[config.mk]
export PLATFORM = sky130hd
export DESIGN_NAME = burst_mover
export DESIGN_NICKNAME = d
export VERILOG_FILES = /design/src/hw/stream_fifo_pkg.sv /design/src/hw/burst_mover.sv
export SDC_FILE = /design/constraint.sdc
export NUM_CORES = 1
export LEC_CHECK = 0
export BUFFER_PORTS_ARGS = -buffer_cell sky130_fd_sc_hd__clkbuf_2
export CAP_MARGIN = 20
export CORE_ASPECT_RATIO = 0.6
export CORE_MARGIN = 8
export CORE_UTILIZATION = 40
export DETAILED_ROUTE_END_ITERATION = 8
export GPL_ROUTABILITY_DRIVEN = 1
export GPL_TIMING_DRIVEN = 0
export PLACE_DENSITY = 0.71
export SYNTH_ARGS = -nofsm -noshare
export SYNTH_HDL_FRONTEND = slang
export SYNTH_SLANG_ARGS = --single-unit
[constraint.sdc]
create_clock -name bus_clk -period 4.7 [get_ports bus_clk]
set_clock_uncertainty 0.05 [all_clocks]
set_input_delay 0.235 -clock bus_clk [delete_from_list [all_inputs] [get_ports bus_clk]]
set_output_delay 0.235 -clock bus_clk [all_outputs]
set_load 0.05 [all_outputs]
[src/hw/stream_fifo_pkg.sv]
// Shared types for the stream FIFO
// Payload and count widths, the stream beat struct, burst mover states

package stream_fifo_pkg;

  // --------------------
  // Widths with a meaning
  // --------------------

  // One payload word as carried on the streams
  typedef logic [63:0] data_word_t;

  // Occupancy of a beat buffer or of the storage array
  typedef logic [15:0] fill_count_t;

  // --------------------
  // Stream beat
  // --------------------

  // Unit held in both buffers and in the array, 65 bits
  typedef struct packed {
    logic       last;  // End of packet
    data_word_t data;  // Payload
  } stream_beat_t;

  // --------------------
  // Burst mover FSM
  // --------------------

  typedef enum logic [1:0] {
    IDLE,         // Pick the next burst
    WRITE_BURST,  // Ingress buffer to array
    READ_BURST    // Array to egress buffer
  } burst_state_e;

endpackage

[src/hw/burst_mover.sv]
// Burst mover between the beat buffers and the storage array
// FSM, ring pointers and fill level of the array

`timescale 1ns/100ps

module burst_mover
  import stream_fifo_pkg::*;
#(
  parameter int BUF_DEPTH = 16,
  parameter int MEM_AW    = 8,
  parameter int BURST_LEN = 8
)
(
  input  logic              bus_clk,
  input  logic              arst_n_i,
  input  logic              calib_done_i,
  input  stream_beat_t      in_beat_i,      // Ingress buffer head
  input  logic              in_valid_i,
  output logic              in_ready_o,
  input  fill_count_t       in_fill_i,
  output stream_beat_t      out_beat_o,     // Egress buffer push side
  output logic              out_valid_o,
  input  logic              out_ready_i,
  input  fill_count_t       out_fill_i,
  output logic              mem_wr_en_o,
  output logic              mem_rd_en_o,
  output logic [MEM_AW-1:0] mem_wr_addr_o,
  output logic [MEM_AW-1:0] mem_rd_addr_o,
  output stream_beat_t      mem_wr_beat_o,
  input  stream_beat_t      mem_rd_beat_i
);

  localparam fill_count_t MEM_WORDS = fill_count_t'(2**MEM_AW);

  burst_state_e      state;
  logic [MEM_AW-1:0] wr_ptr;
  logic [MEM_AW-1:0] rd_ptr;
  fill_count_t       mem_fill;    // Words held in the array
  fill_count_t       beats_left;  // Beats still to move in this burst
  logic              rd_pend;     // Read data arrives this cycle
  fill_count_t       mem_free;
  fill_count_t       out_free;
  fill_count_t       wr_len;
  fill_count_t       rd_len;
  logic              wr_fire;
  logic              rd_go;
  logic              wr_go;

  function automatic fill_count_t min3(fill_count_t a, fill_count_t b, fill_count_t c);
    fill_count_t m;
    m = (a < b) ? a : b;
    return (m < c) ? m : c;
  endfunction

  assign mem_free = MEM_WORDS - mem_fill;
  // Count the beat still in flight from the array as taken
  assign out_free = fill_count_t'(BUF_DEPTH) - out_fill_i - fill_count_t'(rd_pend);
  assign wr_len   = min3(fill_count_t'(BURST_LEN), in_fill_i, mem_free);
  assign rd_len   = min3(fill_count_t'(BURST_LEN), mem_fill, out_free);

  assign rd_go = calib_done_i && (mem_fill != '0) && (out_free != '0) && out_ready_i;
  assign wr_go = calib_done_i && (in_fill_i != '0) && (mem_free != '0);

  // --------------------
  // Array and buffer strobes
  // --------------------
  assign in_ready_o    = (state == WRITE_BURST);
  assign wr_fire       = in_valid_i & in_ready_o;
  assign mem_wr_en_o   = wr_fire;
  assign mem_wr_addr_o = wr_ptr;
  assign mem_wr_beat_o = in_beat_i;
  assign mem_rd_en_o   = (state == READ_BURST);
  assign mem_rd_addr_o = rd_ptr;
  assign out_beat_o    = mem_rd_beat_i;
  assign out_valid_o   = rd_pend;

  always_ff @(posedge bus_clk or negedge arst_n_i)
  begin
    if (!arst_n_i)
    begin
      state      <= IDLE;
      wr_ptr     <= '0;
      rd_ptr     <= '0;
      mem_fill   <= '0;
      beats_left <= '0;
      rd_pend    <= 1'b0;
    end
    else
    begin
      rd_pend <= mem_rd_en_o;
      case (state)
        IDLE:
        begin
          if (rd_go)  // Reads first to keep the output moving
          begin
            state      <= READ_BURST;
            beats_left <= rd_len;
          end
          else if (wr_go)
          begin
            state      <= WRITE_BURST;
            beats_left <= wr_len;
          end
        end
        WRITE_BURST:
        begin
          if (wr_fire)
          begin
            beats_left <= beats_left - 1'b1;
            if (beats_left == fill_count_t'(1))
              state <= IDLE;
          end
        end
        default:  // READ_BURST, one strobe per cycle
        begin
          beats_left <= beats_left - 1'b1;
          if (beats_left == fill_count_t'(1))
            state <= IDLE;
        end
      endcase
      if (wr_fire)
        wr_ptr <= wr_ptr + 1'b1;  // Ring wraps at 2**MEM_AW
      if (mem_rd_en_o)
        rd_ptr <= rd_ptr + 1'b1;
      if (wr_fire)
        mem_fill <= mem_fill + 1'b1;  // Never both in one cycle
      else if (mem_rd_en_o)
        mem_fill <= mem_fill - 1'b1;
    end
  end

endmodule

# [Yosys cells after proc, flatten, opt, wreduce, memory -nomap -nowiden]
# Cells that the tools add are included.
[totals] regBits=51 latchBits=0 ram_bits=0 mem_bits_ro=0 in_bits=167 output_inout_bits=150 word_cells=51 n_memories=0
[op_classes] add_sub_neg=8 mul=0 div=0 magnitude_cmp=4 eq_ne=5 shift=0 mux=15 n_bitwise=1 reduce_logical=12
[ops] operator="16-bit two-way mux" n=9
[ops] operator="16-bit nonzero test" n=4
[ops] operator="16-bit less-than comparator" n=2
[ops] operator="4-bit by 16-bit less-than comparator with 1-bit output, first input constant" n=2
[ops] operator="16-bit case mux with 2 select lines" n=1
[ops] operator="16-bit by 1-bit subtractor with 16-bit output, second input constant" n=2
[ops] operator="16-bit by 1-bit adder with 16-bit output, second input constant" n=1
[ops] operator="8-bit by 1-bit adder with 8-bit output, second input constant" n=2
[ops] operator="16-bit by 1-bit equality test with 1-bit output, second input constant" n=1
[ops] operator="16-bit by 1-bit subtractor with 16-bit output" n=1
[ops] operator="5-bit by 16-bit subtractor with 16-bit output, first input constant" n=1
[ops] operator="9-bit by 16-bit subtractor with 16-bit output, first input constant" n=1
[ops] operator="2-bit two-way mux" n=4
[ops] operator="1-bit logical AND" n=5
[ops] operator="2-bit case mux with 2 select lines" n=1
[ops] operator="3-bit != test, second input constant" n=1
[ops] operator="2-bit by 1-bit equality test with 1-bit output, second input constant" n=1
[ops] operator="2-bit equality test, second input constant" n=1
[ops] operator="2-bit zero test" n=1
[ops] operator="2-bit by 1-bit != test with 1-bit output, second input constant" n=1
[ops] operator="2-bit AND reduction" n=1
[ops] operator="2-bit nonzero test" n=1
[ops] operator="1-bit AND" n=1

# [Longest topological paths before layout]
[depth] depth_word=7 mapped_depth=20 mapped_depth_nobuf=20

# [Worst setup path before layout]
# OpenSTA, ideal clock, no wires.
[synth_timing] path_type="reg2reg" start="register state[0]" end="register mem_fill[14]" setup_ns=0.125 arrival_time_ns=4.456 required_time_ns=4.525 path_slack_ns=0.069 path_stages_with_launch=13 n_path_buf=0 synth_period_minus_slack_ns=4.631 cell_sequence="dfrtp_1 nor2b_1 nand2_1 fa_1 a21o_1 a21oi_1 o21bai_1 a2111o_1 a31o_2 or4_1 a31oi_1 xnor2_1 mux2_2"
[synth_via] elab_chain_len=3 elab_cells_between_ends=5 classes_between="2 x eq/ne; 1 x mux; 1 x bitwise; 1 x reduce/logical"
[synth_rtl] element="from (decl)" line_no="burst_mover.sv:35" source="burst_state_e state;"
[synth_rtl] element="from (signal assigned)" line_no="burst_mover.sv:81" source="state <= IDLE;"
[synth_rtl] element="from (signal assigned)" line_no="burst_mover.sv:96" source="state <= READ_BURST;"
[synth_rtl] element="from (signal assigned)" line_no="burst_mover.sv:101" source="state <= WRITE_BURST;"
[synth_rtl] element="2-bit by 1-bit equality test with 1-bit output *" line_no="burst_mover.sv:67" source="assign in_ready_o = (state == WRITE_BURST);"
[synth_rtl] element="named net in_ready_o" line_no="burst_mover.sv:19" source="output logic in_ready_o,"
[synth_rtl] element="1-bit AND *" line_no="burst_mover.sv:68" source="assign wr_fire = in_valid_i & in_ready_o;"
[synth_rtl] element="16-bit two-way mux or 2-bit nonzero test (tied branches)"
[synth_rtl] element="to (signal assigned)" line_no="burst_mover.sv:126" source="mem_fill <= mem_fill + 1'b1;"
[synth_rtl] element="to (signal assigned)" line_no="burst_mover.sv:128" source="mem_fill <= mem_fill - 1'b1;"
[synth_rtl] element="to (decl)" line_no="burst_mover.sv:38" source="fill_count_t mem_fill;"
# Mark *: on every way through the listed nets, which the timed path passes. The rest lies on a longest branch.
# A chain may end at the register's enable or synchronous reset.

# [Final worst setup path]
[layout_timing] start="register state[0]" end="register mem_fill[14]"
[layout_via] elab_chain_len=3 elab_cells_between_ends=5 classes_between="2 x eq/ne; 1 x mux; 1 x bitwise; 1 x reduce/logical"
[layout_rtl] element="2-bit by 1-bit equality test with 1-bit output" line_no="burst_mover.sv:67"
[layout_rtl] element="1-bit AND" line_no="burst_mover.sv:68"
[layout_rtl] element="16-bit two-way mux or 2-bit nonzero test (tied branches)"
# Parallel ways exist; a longest one is shown, timed or not.

==> results.cfg <==
[logic_synthesis]
async_reset_ff_share_pct = 100
synth_top_area_cell = dfrtp_1
synth-main-ff-cell = dfrtp_1
synth.cell_area_mm2 = 0.00637
yosys_warnings = 0
ys_types = 77
synth_top_area_share_pct = 20.0
synthTopCellsByArea = dfrtp_1 (20%), buf_4 (15%), ha_1 (13%)
synth-seq-cells = 51
post_synth.cell_area_avg_um2 = 8.19
synth_edf_count = 0
synthCells = 778
seq_area_frac_synth_pct = 20.0

[clock_network]
htreeDepth = 2
clock_sinks = 51
cts_tree = done
cts_root_buffer = clkbuf_16
clk_latency_ps = 290
path_clk_slew_ps = 70
clockBufferDepth = 2
cts_made_buffers = 5

[status]
status = complete, no violations

[drt]
wl_per_cell_um = 16.2
wl_um = 19500
drtPass1Iterations = 5
drtIter0Drc = 495
route.detailed.drc = 0
via_per_inst = 5.08
ant_nets = 0
vias = 6102

[worst_hold_path]
min_to = beats_left[2]
whs_path_depth = 4
hold_start = in_valid_i
hold_path.class = primary input to flip-flop

[floorplan]
core_mm2 = 0.0155
die_h_um = 114
die_w_um = 179
rows = 35
fp.dieArea_mm2 = 0.0204
initial_core_util_pct = 41.2
pin_count = 317

[pwr]
pwr_density_cell_mw_per_mm2 = 465
finalPower_uw = 3660
p_leak_uw = 0.00405
ir_drop_mv = 0.399

[critical_path]
cp_slowest_stage_delay_ps = 680
reg2reg_slack_ps = 290
cp.arrival_ps = 4540
worstReg2RegEnd = mem_fill[14]
critical_path_class = flip-flop to flip-flop
reg2regPathDepth = 12
critPathRequiredTime_ps = 4830
end_kind = flip-flop
cp-start-kind = flip-flop
r2r_start = state[0]
crit_fanout = 21
cp_slowest_cell = fa_1
crit_chain = nor2b_1 -> nand2_1 -> fa_1 -> a21o_1 -> a21oi_1 -> o21bai_1 -> a2111o_1 -> a31o_2 -> or4_1 -> a31oi_1 -> xnor2_1 -> mux2_2

[sta]
max_slew_margin_pct = 42.1
period_needed_ps = 4410
finalCritPeriodShare_pct = 93.8
finalHoldViolCount = 0
maxSlewViolCount = 0
setup_tns_ps = 0
fmax_mhz = 227
worst_pin_slew_ps = 866
rsz0062_at_grt = false
finalSetupViolations = 0

[placed_design]
dpl_cell_area_mm2 = 0.00766
hpwlAfterDp_um = 16800
globalplace.congestion = 0.890
io_buffers = 186

[global_route]
antenna_found_initial = 0
grt_remaining_overflow = 0
grt_pass1_vias = 5651
track_usage_pct = 18.2
grt_max_degree = 30
grt_pass1_wl_um = 30400

[finish]
seqCellArea_mm2 = 0.00128
final_common_cell = clkbuf_2
finalNetCount = 1233
antenna_cells = 0
drive_gt1_share_pct = 37.4
fill_cells = 1517
most-common-layout-cells = clkbuf_2 (187), buf_4 (133), ha_1 (67)
multi_input_area_mm2 = 0.00399
area_growth_syn_to_layout_pct = 23.6
post-route-cell-area_mm2 = 0.00787

[flow_run]
max_cap_violations = 0
## cells by family (layout without fill, tap and decap cells)
kind of cell | count (synthesis) | count (layout) | synth area share (%)
AO/OA/AOI/OAI | 174 | 174 | 18.6
XOR/XNOR | 52 | 52 | 7.15
adder cells (fa/ha/maj) | 68 | 68 | 13.5
buffers and inverters | 189 | 387 | 19.4
flip-flops | 51 | 51 | 20.0
multiplexers | 14 | 14 | 2.61
other | 1 | 24 | 0.0589
AND/OR/NAND/NOR | 229 | 229 | 18.7
## area by class of cell
type	count	area share, %
inverter	42	2.02
tap	203	3.23
buffer	147	13.7
multi-input combinational	561	50.7
timing repair buffer	190	12.4
clock buffer	6	1.64
clock inverter	2	0.159
sequential	51	16.2
## metal layers
layer | vias to the layer above | global-route usage (%) | part of all wire [%]
met5 | - | 0 | 0
met4 | 0 | 1.26 | 0.20
met3 | 4 | 3.63 | 8.0
met2 | 221 | 25.7 | 42
met1 | 2790 | 28.6 | 50
li1 | 3087 | - | -
## worst max-delay path, delay by kind of cell, from the launching register on
kind	cells	cell delay [ps]
muxes	1	260
AOI/OAI and AO/OA	6	1520
and+or+nand+nor	3	1270
DFF	1	440
adders and majority gates	1	680
xor gates and xnor gates	1	80
## metrics by stage
stage	util [%]	hold slack, ps	worst slack, ps	std cells
finish	50.9	378	290	1202
CTS	50.6	362	2.40	1200
floorplan	-	-111	69.0	801
detailed placement	49.6	234	-211	1191
global placement	49.4	410	-161	1190
global route	50.9	367	23.5	1202
## how the worst max path moves through the flow
stage / from / end / slack [ps] / cells past startpoint
after global routing: out_valid_o / beats_left[15] / 20 / 18
after global placement: out_valid_o / beats_left[14] / -160 / 18
after CTS: out_valid_o / beats_left[4] / 2 / 16
after detailed placement: out_valid_o / beats_left[12] / -210 / 18
final: state[0] / mem_fill[14] / 290 / 12
after floorplan: state[0] / mem_fill[14] / 70 / 12
## report_power, final
group	leakage (µW)	internal, µW	switching (µW)	total (µW)
Combinational	0.00337	982	1480	2460
Sequential	0.000617	625	213	838
Clock	0.0000669	197	168	365
## what timing repair did
action,CTS,global route
setup endpoints to repair,12,16
hold buffers,1,0
pin swaps,0,1
setup buffers,0,2
gates resized for setup,2,6
endpoints found under the hold margin,22,0
## cells in the mapped netlist (14+ instances only)
cell / number
a21oi_1: 48
buf_4: 131
dfrtp_1: 51
ha_1: 67
inv_1: 41
nand2_1: 64
nand3_1: 16
nor2_1: 44
nor3_1: 21
o21ai_0: 30
or3_1: 14
xnor2_1: 29
xor2_1: 23
## state kept, by name (all words and copies together) (netlist names)
name / count
beats_left: 16
mem_rd_addr_o: 8
mem_fill: 16
state: 2
out_valid_o: 1
mem_wr_addr_o: 8
Power figures use the tool's default switching activity.
