`config.mk`:
```
export PLATFORM = sky130hd
export DESIGN_NAME = axis_beat_buffer
export DESIGN_NICKNAME = d
export VERILOG_FILES = /design/src/hw/stream_fifo_pkg.sv /design/src/hw/axis_beat_buffer.sv
export SDC_FILE = /design/constraint.sdc
export NUM_CORES = 1
export LEC_CHECK = 0
export BUFFER_PORTS_ARGS = -buffer_cell sky130_fd_sc_hd__buf_2
export CORE_ASPECT_RATIO = 2
export CORE_MARGIN = 3
export CORE_UTILIZATION = 30
export CTS_CLUSTER_DIAMETER = 120
export DETAILED_ROUTE_END_ITERATION = 7
export PLACE_DENSITY_LB_ADDON = 0.1
export SETUP_SLACK_MARGIN = 0.1
export SLEW_MARGIN = 20
export SYNTH_ARGS = -nofsm -noshare
export SYNTH_HDL_FRONTEND = slang
export SYNTH_SLANG_ARGS = --single-unit
export TNS_END_PERCENT = 100
```
`constraint.sdc`:
```
create_clock -name bus_clk -period 6.4 [get_ports bus_clk]
set_input_delay 0.64 -clock bus_clk [delete_from_list [all_inputs] [get_ports bus_clk]]
set_output_delay 0.64 -clock bus_clk [all_outputs]
set_load 0.02 [all_outputs]
```
`src/hw/stream_fifo_pkg.sv`:
```
// Shared types for the stream FIFO
// Payload and count widths, the stream beat struct, burst mover states

package stream_fifo_pkg;

  // --------------------
  // Widths with a meaning
  // --------------------

  // One payload word as carried on the streams
  typedef logic [63:0] data_word_t;

  // Occupancy of a beat buffer or of the storage array
  typedef logic [15:0] fill_count_t;

  // --------------------
  // Stream beat
  // --------------------

  // Unit held in both buffers and in the array, 65 bits
  typedef struct packed {
    logic       last;  // End of packet
    data_word_t data;  // Payload
  } stream_beat_t;

  // --------------------
  // Burst mover FSM
  // --------------------

  typedef enum logic [1:0] {
    IDLE,         // Pick the next burst
    WRITE_BURST,  // Ingress buffer to array
    READ_BURST    // Array to egress buffer
  } burst_state_e;

endpackage

```
`src/hw/axis_beat_buffer.sv`:
```
// First-word-fall-through beat buffer with occupancy count
// Used on both the ingress and the egress side

`timescale 1ns/100ps

module axis_beat_buffer
  import stream_fifo_pkg::*;
#(
  parameter int BUF_DEPTH = 16  // Power of two
)
(
  input  logic         bus_clk,
  input  logic         arst_n_i,
  input  stream_beat_t wr_beat_i,
  input  logic         wr_valid_i,
  output logic         wr_ready_o,
  output stream_beat_t rd_beat_o,
  output logic         rd_valid_o,
  input  logic         rd_ready_i,
  output fill_count_t  fill_o
);

  localparam int PTR_W = $clog2(BUF_DEPTH);

  stream_beat_t     mem [BUF_DEPTH];
  logic [PTR_W-1:0] wr_ptr;
  logic [PTR_W-1:0] rd_ptr;
  fill_count_t      fill;
  logic             push;
  logic             pop;

  assign wr_ready_o = (fill < fill_count_t'(BUF_DEPTH));  // Room for one more
  assign rd_valid_o = (fill != '0);
  assign rd_beat_o  = mem[rd_ptr];  // Head beat shown without delay
  assign fill_o     = fill;

  assign push = wr_valid_i & wr_ready_o;
  assign pop  = rd_valid_o & rd_ready_i;

  // Storage
  always_ff @(posedge bus_clk)
  begin
    if (push)
      mem[wr_ptr] <= wr_beat_i;
  end

  // --------------------
  // Pointers and count
  // --------------------
  always_ff @(posedge bus_clk or negedge arst_n_i)
  begin
    if (!arst_n_i)
    begin
      wr_ptr <= '0;
      rd_ptr <= '0;
      fill   <= '0;
    end
    else
    begin
      if (push)
        wr_ptr <= wr_ptr + 1'b1;  // Wraps at BUF_DEPTH
      if (pop)
        rd_ptr <= rd_ptr + 1'b1;
      case ({push, pop})
        2'b10:   fill <= fill + 1'b1;
        2'b01:   fill <= fill - 1'b1;
        default: fill <= fill;  // Both or neither leave the count alone
      endcase
    end
  end

endmodule

```
After elaboration in Yosys (flattened, before gate mapping)
Memories as Yosys holds them, arrays and structs flattened.
Cells that the tools add are included.
{ "totals": {"register_bits": 24, "latchBits": 0, "ramBits": 1040, "romBits": 0, "elab_cells": 18, "mem_count": 1} }
{ "memory_table": {"columns": ["name", "words", "word_bits", "rd", "rd_ports_with_merged_regs", "wr", "line_no", "text"], "rows": [
  ["mem", 16, 65, 1, 0, 1, "axis_beat_buffer.sv:25", "stream_beat_t mem [BUF_DEPTH];"]
]} }
{ "op_classes": {"n_addsub": 4, "multipliers": 0, "div_mod_pow": 0, "magnitude_cmp": 1, "eq_ne": 2, "shifts": 0, "n_mux": 3, "n_bitwise": 2, "reduce_logical": 2} }
{ "ops": {"columns": ["cell", "count"], "rows": [
  ["case mux 16 bit (2 select lines)", 1],
  ["adder 16 x 1 -> 16 bit (second input constant)", 1],
  ["< comparator 16 x 5 -> 1 bit (second input constant)", 1],
  ["nonzero test 16 bit", 1],
  ["subtractor 16 x 1 -> 16 bit (second input constant)", 1],
  ["adder 4 x 1 -> 4 bit (second input constant)", 2],
  ["bitwise AND 1 bit", 2],
  ["equality test 2 x 1 -> 1 bit (second input constant)", 1],
  ["equality test 2 bit (second input constant)", 1],
  ["two-way mux 1 bit", 2],
  ["nonzero test 2 bit", 1]
]} }

Longest topological paths before layout
Gate-level depths: netlist of run 1.
{ "logic_depth": {"word_depth": 4, "ltp_mapped": 14, "mapped_depth_nobuf": 12} }

Worst setup path before layout of run 1
No wires, ideal clock.
{ "synth_timing": {"kind": "register to register", "from": "register fill[6] (netlist: fill_o[6])", "to": "memory mem[3][0] in the netlist's numbering, enable pin", "t_arrival_ns": 5.922, "required_ns": 5.832, "slack_ns": -0.090, "path_stages_with_launch": 7, "path_buffers": 1, "synth_period_minus_slack_ns": 6.490, "path_cell_list": "dfrtp_1 > nor4_1 > and3_1 > and2_1 > buf_2 > nand2_1 > nor3_1"} }
{ "synth_via": {"elab_chain_cells": 4} }
{ "synth_lines": {"columns": ["element", "line_no", "text"], "rows": [
  ["from (decl)", "axis_beat_buffer.sv:28", "fill_count_t fill;"],
  ["from (signal assigned)", "axis_beat_buffer.sv:65", "2'b10: fill <= fill + 1'b1;"],
  ["from (signal assigned)", "axis_beat_buffer.sv:66", "2'b01: fill <= fill - 1'b1;"],
  ["from (signal assigned)", "axis_beat_buffer.sv:67", "default: fill <= fill;"],
  ["< comparator 16 x 5 -> 1 bit", "axis_beat_buffer.sv:32", "assign wr_ready_o = (fill < fill_count_t'(BUF_DEPTH));"],
  ["via wr_ready_o", "axis_beat_buffer.sv:16", "output logic wr_ready_o,"],
  ["bitwise AND 1 bit", "axis_beat_buffer.sv:37", "assign push = wr_valid_i & wr_ready_o;"],
  ["two-way mux 1 bit", "axis_beat_buffer.sv:43", "if (push)"],
  ["two-way mux 1 bit (not written as such)", "axis_beat_buffer.sv:44", "mem[wr_ptr] <= wr_beat_i;"],
  ["to (decl)", "axis_beat_buffer.sv:25", null]
]} }
The timed path passes the listed nets, and every way through them passes these cells.

==> reports/qor.yml, run 1 <==
yosys:
  async_reset_ff_frac: 0.02256
  syn-num-nets: 2228
  synth_edf_count: 1040
  ys_types: 48
  synth-seq-cells: 1064
  syn_area_per_cell_um2: 19.42
  synth_warnings: 0
  postSynthCellCount: 2138
  ys.flop_type: "edfxtp_1"
  seq_area_frac_synth: 0.7665
  syn_area_mm2: 0.04153
setup_path:
  worst_setup_path_end_kind: "output pin"
  cp_data_required_time_ns: 5.76
  crit_slowest_cell: "dfrtp_4"
  critPathArrivalTime_ns: 3.66
  ff2ff_setup_slack_ns: 2.34
  cp.depth: 6
  crit_path_start_kind: "flip-flop"
  r2r-end: "fill_o[13]"
  path_delay_family: "simple AND/OR/NAND/NOR gates"
  r2r_start: "fill_o[6]"
  worstRegToRegCells: 12
  cp_num_buf_inv: 2
  path_class: "flip-flop to output pin"
  path_max_fanout: 44
  slowest_delay_ns: 0.91
  cp_cell_sequence: "and2_4 > buf_4 > a221oi_1 > a22oi_1 > nand2_1 > buf_2"
global_routing:
  grt_pass1_wl_um: 160900
  first_global_vias: 22620
  grt_max_degree: 111
  overflow: 0
  track_usage: 0.1566
  antenna_found_initial: 20
final_layout:
  nNetsFinal: 2411
  area_growth_pct: 15.67
  fill_cells: 12880
  drive_gt1_frac: 0.2375
place:
  pre_cts_ws_ns: 2.396
  dp_hpwl_um: 56190
  routabilityCongestion: 0.7631
  io_buffers: 151
cts:
  insertion_delay_ns: 0.70
  cts_buffer_depth: 3
  cts_buffers: 100
  hold_buffers: 1
  postCtsSetupBuffers: 0
  cts_root_buf: "clkbuf_16"
  cts.sinks: 1064
  clk_pin_slew_worst_paths_ns: 0.07
  htree_levels: 3
  tritoncts: "yes"
  cts_resized: 0
status:
  run_status: "completed"
drt:
  ant_nets: 0
  drt_iter0_drc: 1330
  post_drt_wl_per_cell_um: 26.32
  highest_layer: "met5"
  met1Wirelength_um: 44950
  num_vias: 21000
  wl_met3_um: 5151
  drt_wl_total_um: 112000
  wl_met2_um: 60100
  drtPass1Iterations: 5
  viasPerCell: 4.934
  drc: 0
sta:
  rsz0062_at_grt: "false"
  min_period_ns: 4.302
  final.setup.tns_ns: 0
  worst_slack_ns: 2.098
  worst_slew_margin_rel: 0.3198
  finClkSkew_ns: 0.02453
  fmax_mhz: 232.4
  setup-violations-final: 0
  hold_viol: 0
  worst_pin_slew_ns: 1.020
  fin_crit_sh: 0.6722
  hold_ws_ns: 0.3130
  report.final.slew_viol_count: 0
worst_hold_path:
  worstHoldEndpoint: "mem[11][25]"
  hold_class: "input port to flip-flop"
  min_from: "wr_beat_i[25]"
  worstHoldPathCells: 1
floorplanning:
  die_area_mm2: 0.1432
  die_h_um: 532.2
  die_x_um: 269.1
  placementRows: 192
  core_area_mm2: 0.1372
  start_util: 0.3027
  ioPinCount: 152
flow_run:
  drv_cap: 0
pwr:
  leakage_nw: 15.63
  ir_drop_v: 0.0003476
  p_per_area_mw_per_mm2: 426.6
## through the flow
stage	std cells	cell area [um2]	power, mW	util
after global routing	4249	48020	21.58	0.3501
final	4255	48040	20.49	0.3502
after floorplan	2138	41550	12.45	-
after global placement	4061	44640	14.63	0.3255
after CTS	4247	48020	20.93	0.3500
after detailed placement	4061	44640	14.67	0.3255
## cells in the final DEF (no fill, tap or decap), drive strengths merged, types with 10 or more instances in the layout
master	n
a22oi	65
mux4	130
dfrtp	24
xnor2	12
ha	20
buf	198
edfxtp	1040
a221oi	66
nand2	91
clkinv	43
inv	10
mux2i	196
clkbuf	120
a21oi	78
mux2	67
o21ai	151
nor2	18
bufinv	15
## layout make-up
cell class,instances,area [um2],area share
Tap cell,1843,2306,0.04800
Sequential cell,1064,31850,0.6629
Clock buffer,120,2577,0.05366
Antenna cell,8,20.02,0.0004168
Timing Repair Buffer,199,1256,0.02615
Multi-Input combinational cell,950,9224,0.1920
Clock inverter,65,784.5,0.01633
Inverter,6,22.52,0.0004688
## sequential cells by signal, indices dropped and copies added (netlist names)
signal	count
fill_o	16
wr_ptr	4
mem	1040
rd_ptr	4
## worst max-delay path by stage
stage | startpoint | to | slack, ns
final | rd_ptr[2] | rd_beat_o[11] | 2.10
after global routing | rd_ptr[0] | rd_beat_o[25] | 1.84
after CTS | rd_ptr[2] | rd_beat_o[10] | 1.88
after detailed placement | fill_o[6] | fill_o[12] | 2.40
after global placement | fill_o[6] | fill_o[15] | 2.42
after floorplan | fill_o[6] | mem[15][0] | 1.65
## cells by family (layout without fill, tap and decap cells)
kind of cell               count (synthesis)  in the layout  synth area share
DFF                                     1064           1064            0.7665
muxes                                    393            393            0.1359
AOI/OAI and AO/OA                        379            379           0.05797
and+or+nand+nor                          137            137           0.01383
buffers and inverters                    124            390           0.01506
adders and majority gates                 21             21          0.006508
xor gates and xnor gates                  20             20          0.004218
other                                      0              8                 0
## synthesized netlist by cell type (all sizes together), types with 6 or more instances
library cell,number,area share
nor2,18,0.0016
mux2i,196,0.047
a221oi,66,0.014
a22oi,65,0.012
edfxtp,1040,0.75
a21oi,78,0.0098
nand2,91,0.0082
mux4,130,0.071
xnor2,12,0.0025
clkbuf,58,0.0055
xor2,8,0.0017
mux2,67,0.018
nand3,6,0.00072
dfrtp,24,0.014
o21ai,151,0.018
ha,20,0.0060
buf,60,0.0090
inv,6,0.00054
## power breakdown
| group | total, mW | internal [mW] | switching (mW) |
|---|---|---|---|
| Combinational | 6.22 | 2.42 | 3.80 |
| Sequential | 8.11 | 7.72 | 0.386 |
| Clock | 6.17 | 3.50 | 2.67 |
## layer usage
layer,vias to the layer above,track usage
li1,9156,-
met1,11310,0.1887
met2,404,0.2858
met3,120,0.03176
met4,10,0.03408
met5,-,0
No activity file was read; power rests on OpenSTA's default activity.
==> run 2: changes to the inputs <==
ABC_AREA = 1   (was unset)
clock period = 4.4 ns   (was 6.4 ns; I/O delays follow)
==> reports/qor.yml, run 2 <==
sta:
  hold_viol: 0
  report.final.slew_viol_count: 0
  hold_ws_ns: 0.1084
  fmax_mhz: 263.8
  rsz0062_at_grt: "false"
  finClkSkew_ns: 0.02193
  setup-violations-final: 0
  fin_crit_sh: 0.8614
  final.setup.tns_ns: 0
  worst_pin_slew_ns: 0.9803
  worst_slew_margin_rel: 0.3465
  min_period_ns: 3.790
global_routing:
  overflow: 0
  grt_pass1_wl_um: 181000
  track_usage: 0.1659
  antenna_found_initial: 20
  grt_max_degree: 178
  first_global_vias: 26770
setup_path:
  crit_path_start_kind: "flip-flop"
  slowest_delay_ns: 0.72
  r2r_start: "fill_o[15]"
  r2r-end: "fill_o[7]"
  ff2ff_setup_slack_ns: 0.96
  worstRegToRegCells: 14
  path_class: "flip-flop to output pin"
  crit_slowest_cell: "dfrtp_4"
  path_max_fanout: 144
  cp_data_required_time_ns: 3.96
  cp_cell_sequence: "inv_16 > buf_12 > o21ai_0 > o22ai_1 > o211ai_1 > nand2_1 > buf_2"
  critPathArrivalTime_ns: 3.35
  worst_setup_path_end_kind: "output pin"
floorplanning:
  placementRows: 194
  core_area_mm2: 0.1401
  die_area_mm2: 0.1463
  die_x_um: 272.0
  die_h_um: 538.0
  ioPinCount: 152
  start_util: 0.3031
cts:
  clk_pin_slew_worst_paths_ns: 0.06
  cts_buffers: 98
  postCtsSetupBuffers: 0
  cts.sinks: 1064
  insertion_delay_ns: 0.67
  cts_buffer_depth: 3
  tritoncts: "yes"
  htree_levels: 3
  cts_root_buf: "clkbuf_16"
pwr:
  seqPwrFrac: 0.371
  leakage_nw: 15.57
  combPwrFrac: 0.354
  swShare: 0.3789
  switchingPower_mw: 11.72
  p_int_mw: 19.21
  ir_drop_v: 0.0004344
  p_per_area_mw_per_mm2: 637.4
  clkPwrFrac: 0.275
  finalPower_mw: 30.92
flow_run:
  drv_cap: 0
yosys:
  async_reset_ff_frac: 0.02256
  syn-num-nets: 3288
  seq_area_frac_synth: 0.7499
  syn_area_mm2: 0.04245
  synth.most_common_cell: "edfxtp_1"
  synth.largest_area_cell: "edfxtp_1"
  ys.flop_type: "edfxtp_1"
  ys_types: 29
  postSynthCellCount: 3198
  synthTopCellsByCount: "1040 x edfxtp_1, 686 x nor2_1, 293 x o21ai_0"
  synth_top_area_share: 0.7358
  synth_warnings: 0
  synth_area_leaders: "edfxtp_1 74%, nor2_1 6.1%, o211ai_1 4.6%"
  synth-seq-cells: 1064
  syn_area_per_cell_um2: 13.27
  synth_edf_count: 1040
drt:
  num_vias: 26320
  post_drt_wl_per_cell_um: 23.40
  drt_wl_total_um: 122700
  ant_nets: 0
  drtPass1Iterations: 5
  drc: 0
  drt_iter0_drc: 1678
  viasPerCell: 5.018
final_layout:
  top_register: "mem"
  area_growth_pct: 14.30
  largest_reg_flops: 1040
  final_cell_mix: "1040 x edfxtp_1, 670 x nor2_1, 293 x o21ai_0"
  layout_commonest_cell: "edfxtp_1"
  nNetsFinal: 3389
  fin_area_mm2: 0.04852
  postLayoutCoreUtil: 0.3464
  fill_cells: 13660
  drive_gt1_frac: 0.1143
worst_hold_path:
  worstHoldEndpoint: "rd_ptr[0]"
  worstHoldPathCells: 3
  min_from: "rd_ready_i"
  hold_class: "input port to flip-flop"
status:
  run_status: "completed"
place:
  dpl-instance-area_mm2: 0.04534
  dp_hpwl_um: 62310
  routabilityCongestion: 0.7818
  io_buffers: 151
==> run 2: cell count changes after synthesis, moves of 94 or more <==
cell and delta:
nand2_1 +94, o22ai_1 +131, mux4_2 -130, o211ai_1 +259
o21ai_1 +235, o21ai_0 +144, nor2_1 +668, mux2i_1 -196
==> run 2: how the worst max path moves through the flow <==
stage                                to  slack [ns]  cells past startpoint       start
after global routing      rd_beat_o[30]        0.37                      9   rd_ptr[0]
after global placement        fill_o[7]        0.92                     14   fill_o[9]
after detailed placement      fill_o[7]        0.95                     14   fill_o[9]
final                     rd_beat_o[30]        0.61                      7   rd_ptr[0]
after floorplan              mem[11][0]       -0.30                      7  fill_o[10]
after CTS                 rd_beat_o[30]        0.51                      9   rd_ptr[0]
==> run 2: logic make-up (layout without fill, tap and decap cells) <==
kind of cell,count (synthesis),after routing,share of synthesized area
DFF,1064,1064,0.7499
AOI/OAI and AO/OA,928,928,0.1286
and+or+nand+nor,910,910,0.08207
buffers and inverters,269,449,0.03181
adders and majority gates,21,21,0.006367
xor gates and xnor gates,6,6,0.001238
other,0,5,0
==> run 2: metrics by stage <==
stage          worst slack (ns)  std cells
6_report                 0.6099       5245
3_5_place_dp             0.9499       5060
3_3_place_gp             0.9232       5060
5_1_grt                  0.3739       5243
2_1_floorplan           -0.2993       3198
4_1_cts                  0.5140       5240
==> run 2: power by group through the flow <==
stage | registers, mW | logic [mW] | clock network [mW]
5_1_grt | 11.5 | 12.2 | 9.15
3_3_place_gp | 11.7 | 11.1 | 0
6_report | 11.5 | 10.9 | 8.51
2_1_floorplan | 11.6 | 7.46 | 0
4_1_cts | 11.5 | 11.2 | 8.79
3_5_place_dp | 11.7 | 11.2 | 0
==> run 2: timing repair <==
action                                 4_1_cts  5_1_grt
resized for setup                            0        0
setup endpoints to repair                    0        0
endpoints found under the hold margin       24        0
hold buffers                                 1        0
==> run 2: area by class of cell <==
cell class / count / area (um2) / share of cell area
flip-flops and latches: 1064 / 31840 / 0.6563
multi-input cells: 1865 / 9385 / 0.1934
clock buffers: 120 / 2556 / 0.05269
well taps: 1862 / 2330 / 0.04802
repair buffers: 218 / 1574 / 0.03244
clock inverters: 59 / 591.8 / 0.01220
inverters: 52 / 224.0 / 0.004616
diodes: 5 / 12.51 / 0.0002579
==> run 2: worst max-delay path, delay by kind of cell (launching register included) <==
kind | cells | cell delay [ns]
buf+inv | 3 | 1.10
flops | 1 | 0.72
compound gates | 3 | 0.48
simple gates | 1 | 0.27
==> run 2: layer usage <==
layer / vias up / wire (um) / track usage
met5: - / 59 / 0
met4: 8 / 2646 / 0.04198
met3: 170 / 5221 / 0.02573
met2: 558 / 61610 / 0.2933
met1: 13500 / 53190 / 0.2127
li1: 12090 / - / -
